$ cat src/source/icache_params.svh
// Address, line, index and tag widths for the instruction cache.
`ifndef ICACHE_PARAMS_SVH
`define ICACHE_PARAMS_SVH

// fetch address and word sizes.
`define ICACHE_ADDR_BITS  32
`define ICACHE_WORD_WIDTH 32
`define ICACHE_BYTE_BITS  2

// line geometry, four words per line.
`define ICACHE_WORD_BITS  2
`define ICACHE_WORDS      (1 << `ICACHE_WORD_BITS)
`define ICACHE_LINE_BITS  (`ICACHE_WORDS * `ICACHE_WORD_WIDTH)

// sixteen sets per way.
`define ICACHE_SET_BITS   4
`define ICACHE_SETS       (1 << `ICACHE_SET_BITS)

// whatever is left above index and offsets.
`define ICACHE_TAG_BITS (`ICACHE_ADDR_BITS - `ICACHE_SET_BITS - `ICACHE_WORD_BITS - `ICACHE_BYTE_BITS)

`endif

$ cat src/source/icache_pkg.sv
// Shared types of the instruction cache: the cache line union.
`default_nettype none

`include "icache_params.svh"

package icache_pkg;

  // a line as stored by a way, or as words picked by the read path.
  typedef union packed {
    logic [`ICACHE_LINE_BITS-1:0] raw;  // whole line.
    logic [`ICACHE_WORDS-1:0][`ICACHE_WORD_WIDTH-1:0] words;  // word 0 at the bottom.
  } cacheLineT;

endpackage

`default_nettype wire

$ cat src/source/icache.sv
// Instruction cache top: controller, two ways, LRU and read path.
`default_nettype none

`include "icache_params.svh"

module icache
  import icache_pkg::*;
(
  input  logic                          clk,
  input  logic                          reset,
  input  logic [`ICACHE_ADDR_BITS-1:0]  PCF,
  input  logic [`ICACHE_WORD_WIDTH-1:0] HRData,
  input  logic                          BusReady,
  output logic [`ICACHE_WORD_WIDTH-1:0] InstrF,
  output logic                          IStall,
  output logic                          HRequestF,
  output logic [`ICACHE_ADDR_BITS-1:0]  HAddrF
);

  logic [`ICACHE_TAG_BITS-1:0]  tag;
  logic [`ICACHE_SET_BITS-1:0]  index;
  logic [`ICACHE_WORD_BITS-1:0] wordOffset;
  logic [`ICACHE_WORD_BITS-1:0] counter;
  logic [`ICACHE_TAG_BITS-1:0]  w1Tag;
  logic [`ICACHE_TAG_BITS-1:0]  w2Tag;
  logic w1Valid;
  logic w2Valid;
  logic w1We;
  logic w2We;
  logic currLru;
  logic rdSel;
  logic hitW1;
  logic hitW2;
  logic fillDone;
  cacheLineT line1;
  cacheLineT line2;

  // fetch address split.
  assign tag        = PCF[`ICACHE_ADDR_BITS-1 -: `ICACHE_TAG_BITS];
  assign index      = PCF[`ICACHE_BYTE_BITS + `ICACHE_WORD_BITS +: `ICACHE_SET_BITS];
  assign wordOffset = PCF[`ICACHE_BYTE_BITS +: `ICACHE_WORD_BITS];

  // last beat written closes the refill.
  assign fillDone = (w1We | w2We) & (counter == '1);

  icacheController #(.tagBits(`ICACHE_TAG_BITS)) controller (
    .clk(clk), .reset(reset),
    .W1V(w1Valid), .W2V(w2Valid), .CurrLRU(currLru), .BusReady(BusReady),
    .WordOffset(wordOffset), .W1Tag(w1Tag), .W2Tag(w2Tag), .Tag(tag),
    .Counter(counter), .W1WE(w1We), .W2WE(w2We), .IStall(IStall), .RDSel(rdSel),
    .ResetCounter(), .HRequestF(HRequestF), .HitW1(hitW1), .HitW2(hitW2)
  );

  icacheWay way1 (
    .clk(clk), .reset(reset), .WE(w1We), .Index(index), .Word(counter),
    .WriteTag(tag), .WriteData(HRData), .Valid(w1Valid), .Tag(w1Tag), .Line(line1)
  );

  icacheWay way2 (
    .clk(clk), .reset(reset), .WE(w2We), .Index(index), .Word(counter),
    .WriteTag(tag), .WriteData(HRData), .Valid(w2Valid), .Tag(w2Tag), .Line(line2)
  );

  // only a hit that actually serves a fetch touches the LRU.
  icacheLru lru (
    .clk(clk), .reset(reset), .Index(index),
    .HitW1(hitW1 & ~IStall), .HitW2(hitW2 & ~IStall),
    .FillDone(fillDone), .FillW1(w1We), .CurrLRU(currLru)
  );

  icacheReadPath readPath (
    .clk(clk), .reset(reset), .PCF(PCF), .Line1(line1), .Line2(line2),
    .HitW1(hitW1), .HitW2(hitW2), .RDSel(rdSel), .Counter(counter),
    .HRData(HRData), .BusReady(BusReady), .InstrF(InstrF), .HAddrF(HAddrF)
  );

endmodule

`default_nettype wire

$ cat src/source/icacheController.sv
// Instruction cache control: tag compare, refill FSM, beat counter and way write enables.
`default_nettype none

`include "icache_params.svh"

module icacheController #(
  parameter int tagBits = `ICACHE_TAG_BITS
) (
  input  logic                         clk,
  input  logic                         reset,
  input  logic                         W1V,
  input  logic                         W2V,
  input  logic                         CurrLRU,
  input  logic                         BusReady,
  input  logic [`ICACHE_WORD_BITS-1:0] WordOffset,
  input  logic [tagBits-1:0]           W1Tag,
  input  logic [tagBits-1:0]           W2Tag,
  input  logic [tagBits-1:0]           Tag,
  output logic [`ICACHE_WORD_BITS-1:0] Counter,
  output logic                         W1WE,
  output logic                         W2WE,
  output logic                         IStall,
  output logic                         RDSel,
  output logic                         ResetCounter,
  output logic                         HRequestF,
  output logic                         HitW1,
  output logic                         HitW2
);

  typedef enum logic [1:0] {
    READY,
    MEMREAD,
    NEXTINSTR
  } stateT;

  stateT state;
  stateT nextState;

  logic hit;
  logic beatAccept;
  logic lastBeat;
  logic writeW1;
  logic w1En;
  logic w2En;

  // per-way hit, a valid line with a matching tag.
  assign HitW1 = W1V & (Tag == W1Tag);
  assign HitW2 = W2V & (Tag == W2Tag);
  assign hit   = HitW1 | HitW2;

  always_ff @(posedge clk or posedge reset) begin
    if (reset) begin
      state <= READY;
    end else begin
      state <= nextState;
    end
  end

  always_comb begin
    case (state)
      READY:     nextState = hit ? READY : MEMREAD;
      MEMREAD:   nextState = lastBeat ? NEXTINSTR : MEMREAD;
      NEXTINSTR: nextState = READY;
      default:   nextState = READY;
    endcase
  end

  // a miss requests the bus in the same cycle it is seen.
  assign HRequestF    = ~reset & ((state == MEMREAD) | ((state == READY) & ~hit));  // quiet in reset.
  assign IStall       = HRequestF;
  assign ResetCounter = ((state == READY) & hit) | (state == NEXTINSTR);
  assign RDSel        = (state == NEXTINSTR) & (WordOffset == '1);  // word 3 from bypass.

  assign beatAccept = HRequestF & BusReady;
  assign lastBeat   = beatAccept & (Counter == '1);

  // beat counter, also the word being written.
  always_ff @(posedge clk or posedge reset) begin
    if (reset) begin
      Counter <= '0;
    end else if (ResetCounter) begin
      Counter <= '0;
    end else if (beatAccept) begin
      Counter <= Counter + 1'b1;
    end
  end

  // refill way. once word 0 lands, the hit keeps the same way.
  always_comb begin
    writeW1 = ((~W1V & W2V) | CurrLRU) & ~HitW2;
    w1En    = writeW1 | HitW1;
    w2En    = ~w1En;
  end

  assign W1WE = w1En & beatAccept;
  assign W2WE = w2En & beatAccept;

  // a single beat never lands in both ways.
  oneWayWrite: assert property (@(posedge clk) disable iff (reset)
    !(W1WE && W2WE));

  // counter holds unless a beat came in or the FSM cleared it.
  counterHold: assert property (@(posedge clk) disable iff (reset)
    !(BusReady || ResetCounter) |=> $stable(Counter));

endmodule

`default_nettype wire

$ cat src/source/icacheLru.sv
// Per-set LRU bits for the two ways, updated on hits and on refill completion.
`default_nettype none

`include "icache_params.svh"

module icacheLru (
  input  logic                        clk,
  input  logic                        reset,
  input  logic [`ICACHE_SET_BITS-1:0] Index,
  input  logic                        HitW1,
  input  logic                        HitW2,
  input  logic                        FillDone,
  input  logic                        FillW1,
  output logic                        CurrLRU
);

  // high means way 1 is the one to replace.
  logic [`ICACHE_SETS-1:0] lruBits;

  always_ff @(posedge clk or posedge reset) begin
    if (reset) begin
      lruBits <= '1;  // first fill in each set goes to way 1.
    end else if (FillDone) begin
      lruBits[Index] <= ~FillW1;  // the new line is most recent.
    end else if (HitW1) begin
      lruBits[Index] <= 1'b0;
    end else if (HitW2) begin
      lruBits[Index] <= 1'b1;
    end
  end

  assign CurrLRU = lruBits[Index];

endmodule

`default_nettype wire

$ cat src/source/icacheReadPath.sv
// Read path: way and word select, last-beat bypass register and refill address.
`default_nettype none

`include "icache_params.svh"

module icacheReadPath
  import icache_pkg::*;
(
  input  logic                          clk,
  input  logic                          reset,
  input  logic [`ICACHE_ADDR_BITS-1:0]  PCF,
  input  cacheLineT                     Line1,
  input  cacheLineT                     Line2,
  input  logic                          HitW1,
  input  logic                          HitW2,
  input  logic                          RDSel,
  input  logic [`ICACHE_WORD_BITS-1:0]  Counter,
  input  logic [`ICACHE_WORD_WIDTH-1:0] HRData,
  input  logic                          BusReady,
  output logic [`ICACHE_WORD_WIDTH-1:0] InstrF,
  output logic [`ICACHE_ADDR_BITS-1:0]  HAddrF
);

  cacheLineT                     selLine;
  logic [`ICACHE_WORD_BITS-1:0]  wordOffset;
  logic [`ICACHE_WORD_WIDTH-1:0] arrayWord;
  logic [`ICACHE_WORD_WIDTH-1:0] lastBeat;

  assign wordOffset = PCF[`ICACHE_BYTE_BITS +: `ICACHE_WORD_BITS];

  // line of the hitting way, zero on a miss.
  always_comb begin
    if (HitW1) begin
      selLine.raw = Line1.raw;
    end else if (HitW2) begin
      selLine.raw = Line2.raw;
    end else begin
      selLine.raw = '0;  // stalled anyway.
    end
  end

  assign arrayWord = selLine.words[wordOffset];

  // keeps the most recent beat for the word 3 bypass.
  always_ff @(posedge clk or posedge reset) begin
    if (reset) begin
      lastBeat <= '0;
    end else if (BusReady) begin
      lastBeat <= HRData;
    end
  end

  assign InstrF = RDSel ? lastBeat : arrayWord;

  // line base plus four bytes per beat.
  assign HAddrF = {PCF[`ICACHE_ADDR_BITS-1:`ICACHE_BYTE_BITS + `ICACHE_WORD_BITS],
                   Counter, {`ICACHE_BYTE_BITS{1'b0}}};

endmodule

`default_nettype wire

$ cat src/source/icacheWay.sv
// One cache way: valid bits, tag array and word-writable line array with combinational read.
`default_nettype none

`include "icache_params.svh"

module icacheWay
  import icache_pkg::*;
(
  input  logic                         clk,
  input  logic                         reset,
  input  logic                         WE,
  input  logic [`ICACHE_SET_BITS-1:0]  Index,
  input  logic [`ICACHE_WORD_BITS-1:0] Word,
  input  logic [`ICACHE_TAG_BITS-1:0]  WriteTag,
  input  logic [`ICACHE_WORD_WIDTH-1:0] WriteData,
  output logic                         Valid,
  output logic [`ICACHE_TAG_BITS-1:0]  Tag,
  output cacheLineT                    Line
);

  logic [`ICACHE_SETS-1:0]      validBits;
  logic [`ICACHE_TAG_BITS-1:0]  tagMem [`ICACHE_SETS];
  cacheLineT                    lineMem [`ICACHE_SETS];
  logic                         firstWord;

  // word 0 opens a new line in this set.
  assign firstWord = WE & (Word == '0);

  always_ff @(posedge clk or posedge reset) begin
    if (reset) begin
      validBits <= '0;  // every set starts empty.
    end else if (firstWord) begin
      validBits[Index] <= 1'b1;
    end
  end

  // tag goes in with the first word.
  always_ff @(posedge clk) begin
    if (firstWord) begin
      tagMem[Index] <= WriteTag;
    end
  end

  // one word per accepted beat.
  always_ff @(posedge clk) begin
    if (WE) begin
      lineMem[Index].words[Word] <= WriteData;
    end
  end

  // lookup is combinational on the index.
  assign Valid = validBits[Index];
  assign Tag   = tagMem[Index];
  assign Line  = lineMem[Index];

  // a write needs a known set, else some line gets trashed.
  knownIndex: assert property (@(posedge clk) disable iff (reset)
    WE |-> !$isunknown(Index));

endmodule

`default_nettype wire

$ cat config.mk
export PLATFORM = sky130hd
export DESIGN_NAME = icache
export DESIGN_NICKNAME = d
export VERILOG_FILES = /design/src/source/icache_pkg.sv /design/src/source/icache.sv /design/src/source/icacheController.sv /design/src/source/icacheLru.sv /design/src/source/icacheReadPath.sv /design/src/source/icacheWay.sv
export VERILOG_INCLUDE_DIRS = /design/src /design/src/source
export SDC_FILE = /design/constraint.sdc
export NUM_CORES = 2
export LEC_CHECK = 0
export BUFFER_PORTS_ARGS = -buffer_cell sky130_fd_sc_hd__clkbuf_2
export CAP_MARGIN = 20
export CORE_ASPECT_RATIO = 1.1
export CORE_UTILIZATION = 55
export DETAILED_ROUTE_END_ITERATION = 10
export PLACE_DENSITY = 0.72
export SYNTH_ARGS = -nofsm -noshare
export SYNTH_HDL_FRONTEND = slang
export SYNTH_HIERARCHICAL = 1
export SYNTH_MEMORY_MAX_BITS = 65536
export SYNTH_SLANG_ARGS = --single-unit
$ cat constraint.sdc
create_clock -name clk -period 12.8 [get_ports clk]
set_input_delay 2.56 -clock clk [delete_from_list [all_inputs] [get_ports clk]]
set_output_delay 2.56 -clock clk [all_outputs]
set_load 0.02 [all_outputs]
# Word-level counts from Yosys, hierarchy flattened
# Memory sizes are Yosys's and may differ from the RTL's.
# Index checks and enable logic that the tools add are counted.
# totals
n_memories	4
output_inout_bits	66
word_cells	95
reg_bits	84
ram_bits	4864
inputBits	67
# op_classes
order_cmp	5
n_addsub	1
muxes	32
eq_ne	6
n_bitwise	35
reduce_logical	6
# memory_table
name	depth	word_bits	rd	rd_ports_with_merged_regs	wr	line	rtl
way1.lineMem	16	128	1	0	1	icacheWay.sv:23	cacheLineT lineMem [`ICACHE_SETS];
way2.lineMem	16	128	1	0	1	icacheWay.sv:23	
way1.tagMem	16	24	1	0	1	icacheWay.sv:22	logic [`ICACHE_TAG_BITS-1:0] tagMem [`ICACHE_SETS];
way2.tagMem	16	24	1	0	1	icacheWay.sv:22	
# op_table
operator	n
$mux W128	4
$mux W32	3
$bmux W32 S2	1
$demux W32 S2	1
$eq A24 B24 Y1	2
$mux W16	3
$or A16 B16 Y16	3
$and A1 B1 Y1	17
$and A16 B16 Y16	1
$bwmux W16	1
$not A16 Y16	1
$bmux W1 S4	3
$mux W1	11
$not A1 Y1	7
$eq A2 B2 Y1 const B	3
$lt A2 B3 Y1 const B	2
$mux W2	3
$or A1 B1 Y1	6
$lt A4 B5 Y1 const B	1
$demux W1 S4	1
$ge A4 B1 Y1 const B	1
$logic_not A2 Y1	2
$pmux W2 S2	1
$reduce_bool A3 Y1	1
other kinds (5)	6

# Depth between registers and ports, before layout
# logic_depth
ltp_word	13
depth_mapped	17

# Modules after synthesis
# Netlist, hierarchy kept.
# by_module_without_submodules
module	seq_area_each_um2	n_inst	area_per_inst_um2	cells_each
icacheWay	73430.4	2	91770.5	3840
icacheReadPath	800.8	1	4256.6	361
icacheController	100.1	1	958.4	114
icacheLru	420.4	1	944.7	70
icache	0.0	1	22.5	3

# Worst setup path before layout
# No wires, ideal clock.
# synth_path
path_type	input to register
startpoint	in PCF[4]
endpoint	reg way2.validBits[3]
path_slack_ns	2.657
path_buffers	4
t_arrival_ns	10.055
setup_time_ns	0.088
path_stages	16
required_time_ns	12.712
cell_sequence	buf_4 > buf_6 > buf_2 > mux4_2 > a22oi_1 > nand2_1 > xor2_1 > nor4_1 > and3_1 > and4_1 > mux2i_1 > nor3_1 > or3b_2 > clkbuf_1 > nor3_1 > or2_2
# synth_via
elab_chain_len	11
word_cells_on_any_way	33
classes_between	order compare: 2; eq/ne: 2; mux: 8; bitwise: 18; reduce/logical: 1; memory: 2
# synth_lines
element	line	rtl
start: declaration	icache.sv:11	input logic [`ICACHE_ADDR_BITS-1:0] PCF,
$mem_v2 Z16 W24 *	-	
via w2Tag[6]	icache.sv:25	logic [`ICACHE_TAG_BITS-1:0] w2Tag;
$eq A24 B24 Y1 *	icacheController.sv:48	assign HitW2 = W2V & (Tag == W2Tag);
$and A1 B1 Y1 *	icacheController.sv:48	
via hitW2	icache.sv:33	logic hitW2;
$or A1 B1 Y1	icacheController.sv:49	assign hit = HitW1 | HitW2;
$not A1 Y1	icacheController.sv:69	assign HRequestF = ~reset & ((state == MEMREAD) | ((state == READY) & ~hit));
$and A1 B1 Y1	icacheController.sv:69	
$or A1 B1 Y1	icacheController.sv:69	
$and A1 B1 Y1	icacheController.sv:69	
$and A1 B1 Y1	icacheController.sv:74	assign beatAccept = HRequestF & BusReady;
$and A1 B1 Y1 *	icacheController.sv:96	assign W2WE = w2En & beatAccept;
via w2We	icache.sv:29	logic w2We;
$and A1 B1 Y1 *	icacheWay.sv:27	assign firstWord = WE & (Word == '0);
end signal: assignment	icacheWay.sv:31	validBits <= '0;
end signal: indexed assignment	icacheWay.sv:33	validBits[Index] <= 1'b1;
end: declaration	icacheWay.sv:21	logic [`ICACHE_SETS-1:0] validBits;
# Mark *: on every way through the listed nets, which the timed path passes. The rest lies on a longest branch. The select of a mux whose other input is x is not followed.
# A chain may end at the register's enable or synchronous reset.

# Final worst setup path
# layout_path
startpoint	in PCF[4]
endpoint	out InstrF[2]
# layout_via
word_cells_on_any_way	17
classes_between	eq/ne: 2; mux: 9; bitwise: 2; memory: 4
# layout_rtl
element	line	rtl
$mem_v2 Z16 W24	-	
via w1Tag[19]	icache.sv:24	logic [`ICACHE_TAG_BITS-1:0] w1Tag;
$eq A24 B24 Y1	icacheController.sv:47	assign HitW1 = W1V & (Tag == W1Tag);
$and A1 B1 Y1	icacheController.sv:47	
via hitW1	icache.sv:32	logic hitW1;
$mux W128	icacheReadPath.sv:33	if (HitW1) begin
$bmux W32 S2	icacheReadPath.sv:42	assign arrayWord = selLine.words[wordOffset];
$mux W32 (implied by the code)	icacheReadPath.sv:42	
$mux W32	icacheReadPath.sv:53	assign InstrF = RDSel ? lastBeat : arrayWord;
end: declaration	icache.sv:14	output logic [`ICACHE_WORD_WIDTH-1:0] InstrF,
# The timed path passes the listed nets, and every way through them passes these cells. The select of a mux whose other input is x is not followed.

==> results.txt <==
----------------------------------------------------
[Yosys]
  Cell area after synthesis ... 0.190 mm2
  Synthesized instance count ... 8227
  Post-synthesis area per instance ... 23.1 um2
  Yosys warning count ... 6

[Timing]
  Post-Route Skew ... 0.0835 ns
  FMAX ... 91.0 MHz
  Worst slew pin tran ... 1.22 ns
  Setup violators final ... 0
  Final TNS setup ... 0 ns
  Unrepaired setup endpoints after global routing ... false
  Share of the clock period used by the worst path after layout ... 85.9%
  Fin. Hold Viols ... 0
  Worst slack on hold paths ... 0.463 ns
  Slew Limit Fails ... 0
  Normalized max-slew margin ... 18.5%
  Shortest clock period the worst path allows after layout ... 10.99 ns

[Detailed routing]
  Vias per cell ... 6.75
  Initial DRC Count ... 12900
  Routed length per instance ... 35.7 um
  Overall via count from detail_route ... 91600
  Count of nets left with antenna violations after detail routing ... 0
  Number of iterations in the first detailed-routing pass ... 8
  DRC Markers ... 0
  Post-detailed-routing wire length ... 484 mm

[Power and ir drop]
  Total leakage power ... 66.1 nW
  Overall power consumption ... 33.3 mW
  PwrDens ... 157 mW/mm2
  Maximum ir drop on the vdd rail ... 0.000134 V

[Placed design]
  Dpl cells ... 12700
  Post-detailed-placement half-perimeter wirelength ... 260 mm
  Final GP Congestion ... 0.843
  Number of buffers inserted by port buffering ... 128

[Critical path]
  Critical path start-end classification ... primary input to primary output
  Startpoint kind of the worst setup timing path ... primary input
  Required time of the critical path ... 10.24 ns
  Data arrival at the endpoint of the critical path ... 8.43 ns
  Sort of element at the end of the critical path ... primary output
  Critical path fanouts, max ... 115

[Finish]
  Final-stage net count ... 8691
  Fill cell total of the finished layout ... 22400
  Signed area change from the synthesized netlist to the final layout ... 11.6%
  Fraction of final layout cells sized beyond drive strength 1 ... 29.4%
  Count of placed standard cells in the final layout, fillers left out ... 13600

[Floorplanning]
  Die Height ... 618 um
  Ports placed on the boundary ... 133
  Full die area ... 0.347 mm2
  Initial cell density of the core ... 55.4%
  Area inside the core boundary ... 0.342 mm2
  Overall die width ... 562 um
  Rows ... 225

[CTS]
  Max clock buf depth ... 4
  Clk sink count ... 4948
  Cell chosen for the clock root ... sky130_fd_sc_hd__clkbuf_16
  Insertion delay to the later sink of the worst-skew pair ... 1.02 ns
  Reg clk slew, reported paths ... 0.06 ns
  CTS resizes ... 0
  Post-CTS Setup Bufs ... 0
  Number of buffers inserted during clock tree synthesis ... 454
  CTS tree ... done
  Number of buffers inserted by hold repair at cts ... 0
  CTS H-tree lvls ... 5

[GRT]
  Pin count of the biggest net entering global routing ... 131
  Initial antenna violation count ... 37
  Wire length of the first global-routing pass ... 681 mm
  All-layer global routing usage ... 27.9%
  Via count of the first global-routing pass ... 92600
  Overflow left after global routing ... 0

[Min path]
  Classification of the worst-slack hold path ... flip-flop to flip-flop

[Status]
  Outcome ... finished, final reports clean

[Job]
  Max-capacitance violation count ... 0

----------------------------------------------------
==> sequential cells by signal (all words and copies together) (netlist names), named ones only <==
| name | flops |
|---|---|
| way2/validBits | 16 |
| way2/lineMem | 2048 |
| way1/tagMem | 384 |
| readPath/lastBeat | 32 |
| way1/validBits | 16 |
| controller/state | 2 |
| way1/lineMem | 2048 |
| controller/Counter | 2 |
| way2/tagMem | 384 |
==> power breakdown <==
part           internal (mW)  leakage, nW  switching (mW)
clock                   7.53         7.20            5.88
sequential              18.0         44.7          0.0551
combinational          0.625         14.2            1.21
total                   26.1         66.1            7.14
==> routing by layer <==
metal / global-route usage [%] / vias up / part of all wire, %
li1: - / 35900 / -
met3: 5.73 / 979 / 11
met5: 0 / - / 0.0052
met4: 11.9 / 4 / 4.9
met1: 37.4 / 48900 / 36
met2: 44.9 / 5781 / 49
==> through the flow <==
| stage | area [um2] | utilization (%) | setup slack [ns] |
|---|---|---|---|
| detailed placement | 197000 | 57.5 | 1.84 |
| finish | 212000 | 61.8 | 1.81 |
| CTS | 212000 | 61.8 | 1.82 |
| global placement | 197000 | 57.5 | 1.79 |
| global route | 212000 | 61.8 | 1.52 |
| floorplan | 190000 | - | 2.66 |
==> critical path, stage by stage <==
cell	delay (ns)
sky130_fd_sc_hd__buf_12	0.64
sky130_fd_sc_hd__buf_4	0.60
sky130_fd_sc_hd__mux4_2	0.56
sky130_fd_sc_hd__a22oi_1	0.25
sky130_fd_sc_hd__nand2_1	0.11
sky130_fd_sc_hd__xnor2_1	0.42
sky130_fd_sc_hd__nand3_1	0.16
sky130_fd_sc_hd__nor4_2	0.35
sky130_fd_sc_hd__buf_4	0.26
sky130_fd_sc_hd__buf_4	0.38
sky130_fd_sc_hd__mux2_1	0.33
sky130_fd_sc_hd__o22ai_1	0.35
sky130_fd_sc_hd__o31ai_1	0.94
sky130_fd_sc_hd__clkbuf_2	0.31
==> layout make-up <==
type	instances	area (um2)	area share [%]
flip-flops and latches	4948	148000	70.0
multi-input cells	2775	39600	18.7
clock buffers	550	12000	5.66
well taps	4540	5680	2.68
repair buffers	436	3400	1.61
clock inverters	286	2760	1.30
diodes	22	55.1	0.0260
inverters	8	30.0	0.0142
==> final timing paths <==
| kind | start | to | slack [ns] | cells past startpoint |
|---|---|---|---|---|
| min in group asynchronous | reset | controller/Counter[0]$_DFFE_PP0P_ | 1.66 | 2 |
| max in group asynchronous | reset | readPath/lastBeat[22]$_DFFE_PP0P_ | 10.35 | 3 |
| min reg2reg | way1/validBits[7]$_DFFE_PP0P_ | way1/validBits[7]$_DFFE_PP0P_ | 0.46 | 1 |
| min | way1/validBits[7]$_DFFE_PP0P_ | way1/validBits[7]$_DFFE_PP0P_ | 0.46 | 1 |
| max | PCF[4] | InstrF[2] | 1.81 | 14 |
| max reg2reg | way2/tagMem[3][13]$_DFFE_PP_ | way2/lineMem[7][27]$_DFFE_PP_ | 6.39 | 14 |
==> placed cells by master, fill, tap and decap left out, types with 43 or more instances in the layout <==
master                      instances
sky130_fd_sc_hd__a22oi_1          612
sky130_fd_sc_hd__buf_4            313
sky130_fd_sc_hd__bufinv_16         43
sky130_fd_sc_hd__clkbuf_1          77
sky130_fd_sc_hd__clkbuf_16        461
sky130_fd_sc_hd__clkbuf_2          94
sky130_fd_sc_hd__clkinv_1         116
sky130_fd_sc_hd__clkinv_2          92
sky130_fd_sc_hd__dfrtp_1           68
sky130_fd_sc_hd__edfxtp_1        4864
sky130_fd_sc_hd__mux2_1            43
sky130_fd_sc_hd__mux2_2            50
sky130_fd_sc_hd__mux4_2          1257
sky130_fd_sc_hd__nand2_1          367
sky130_fd_sc_hd__nor2_4           122
No activity file was read; power rests on OpenSTA's default activity.
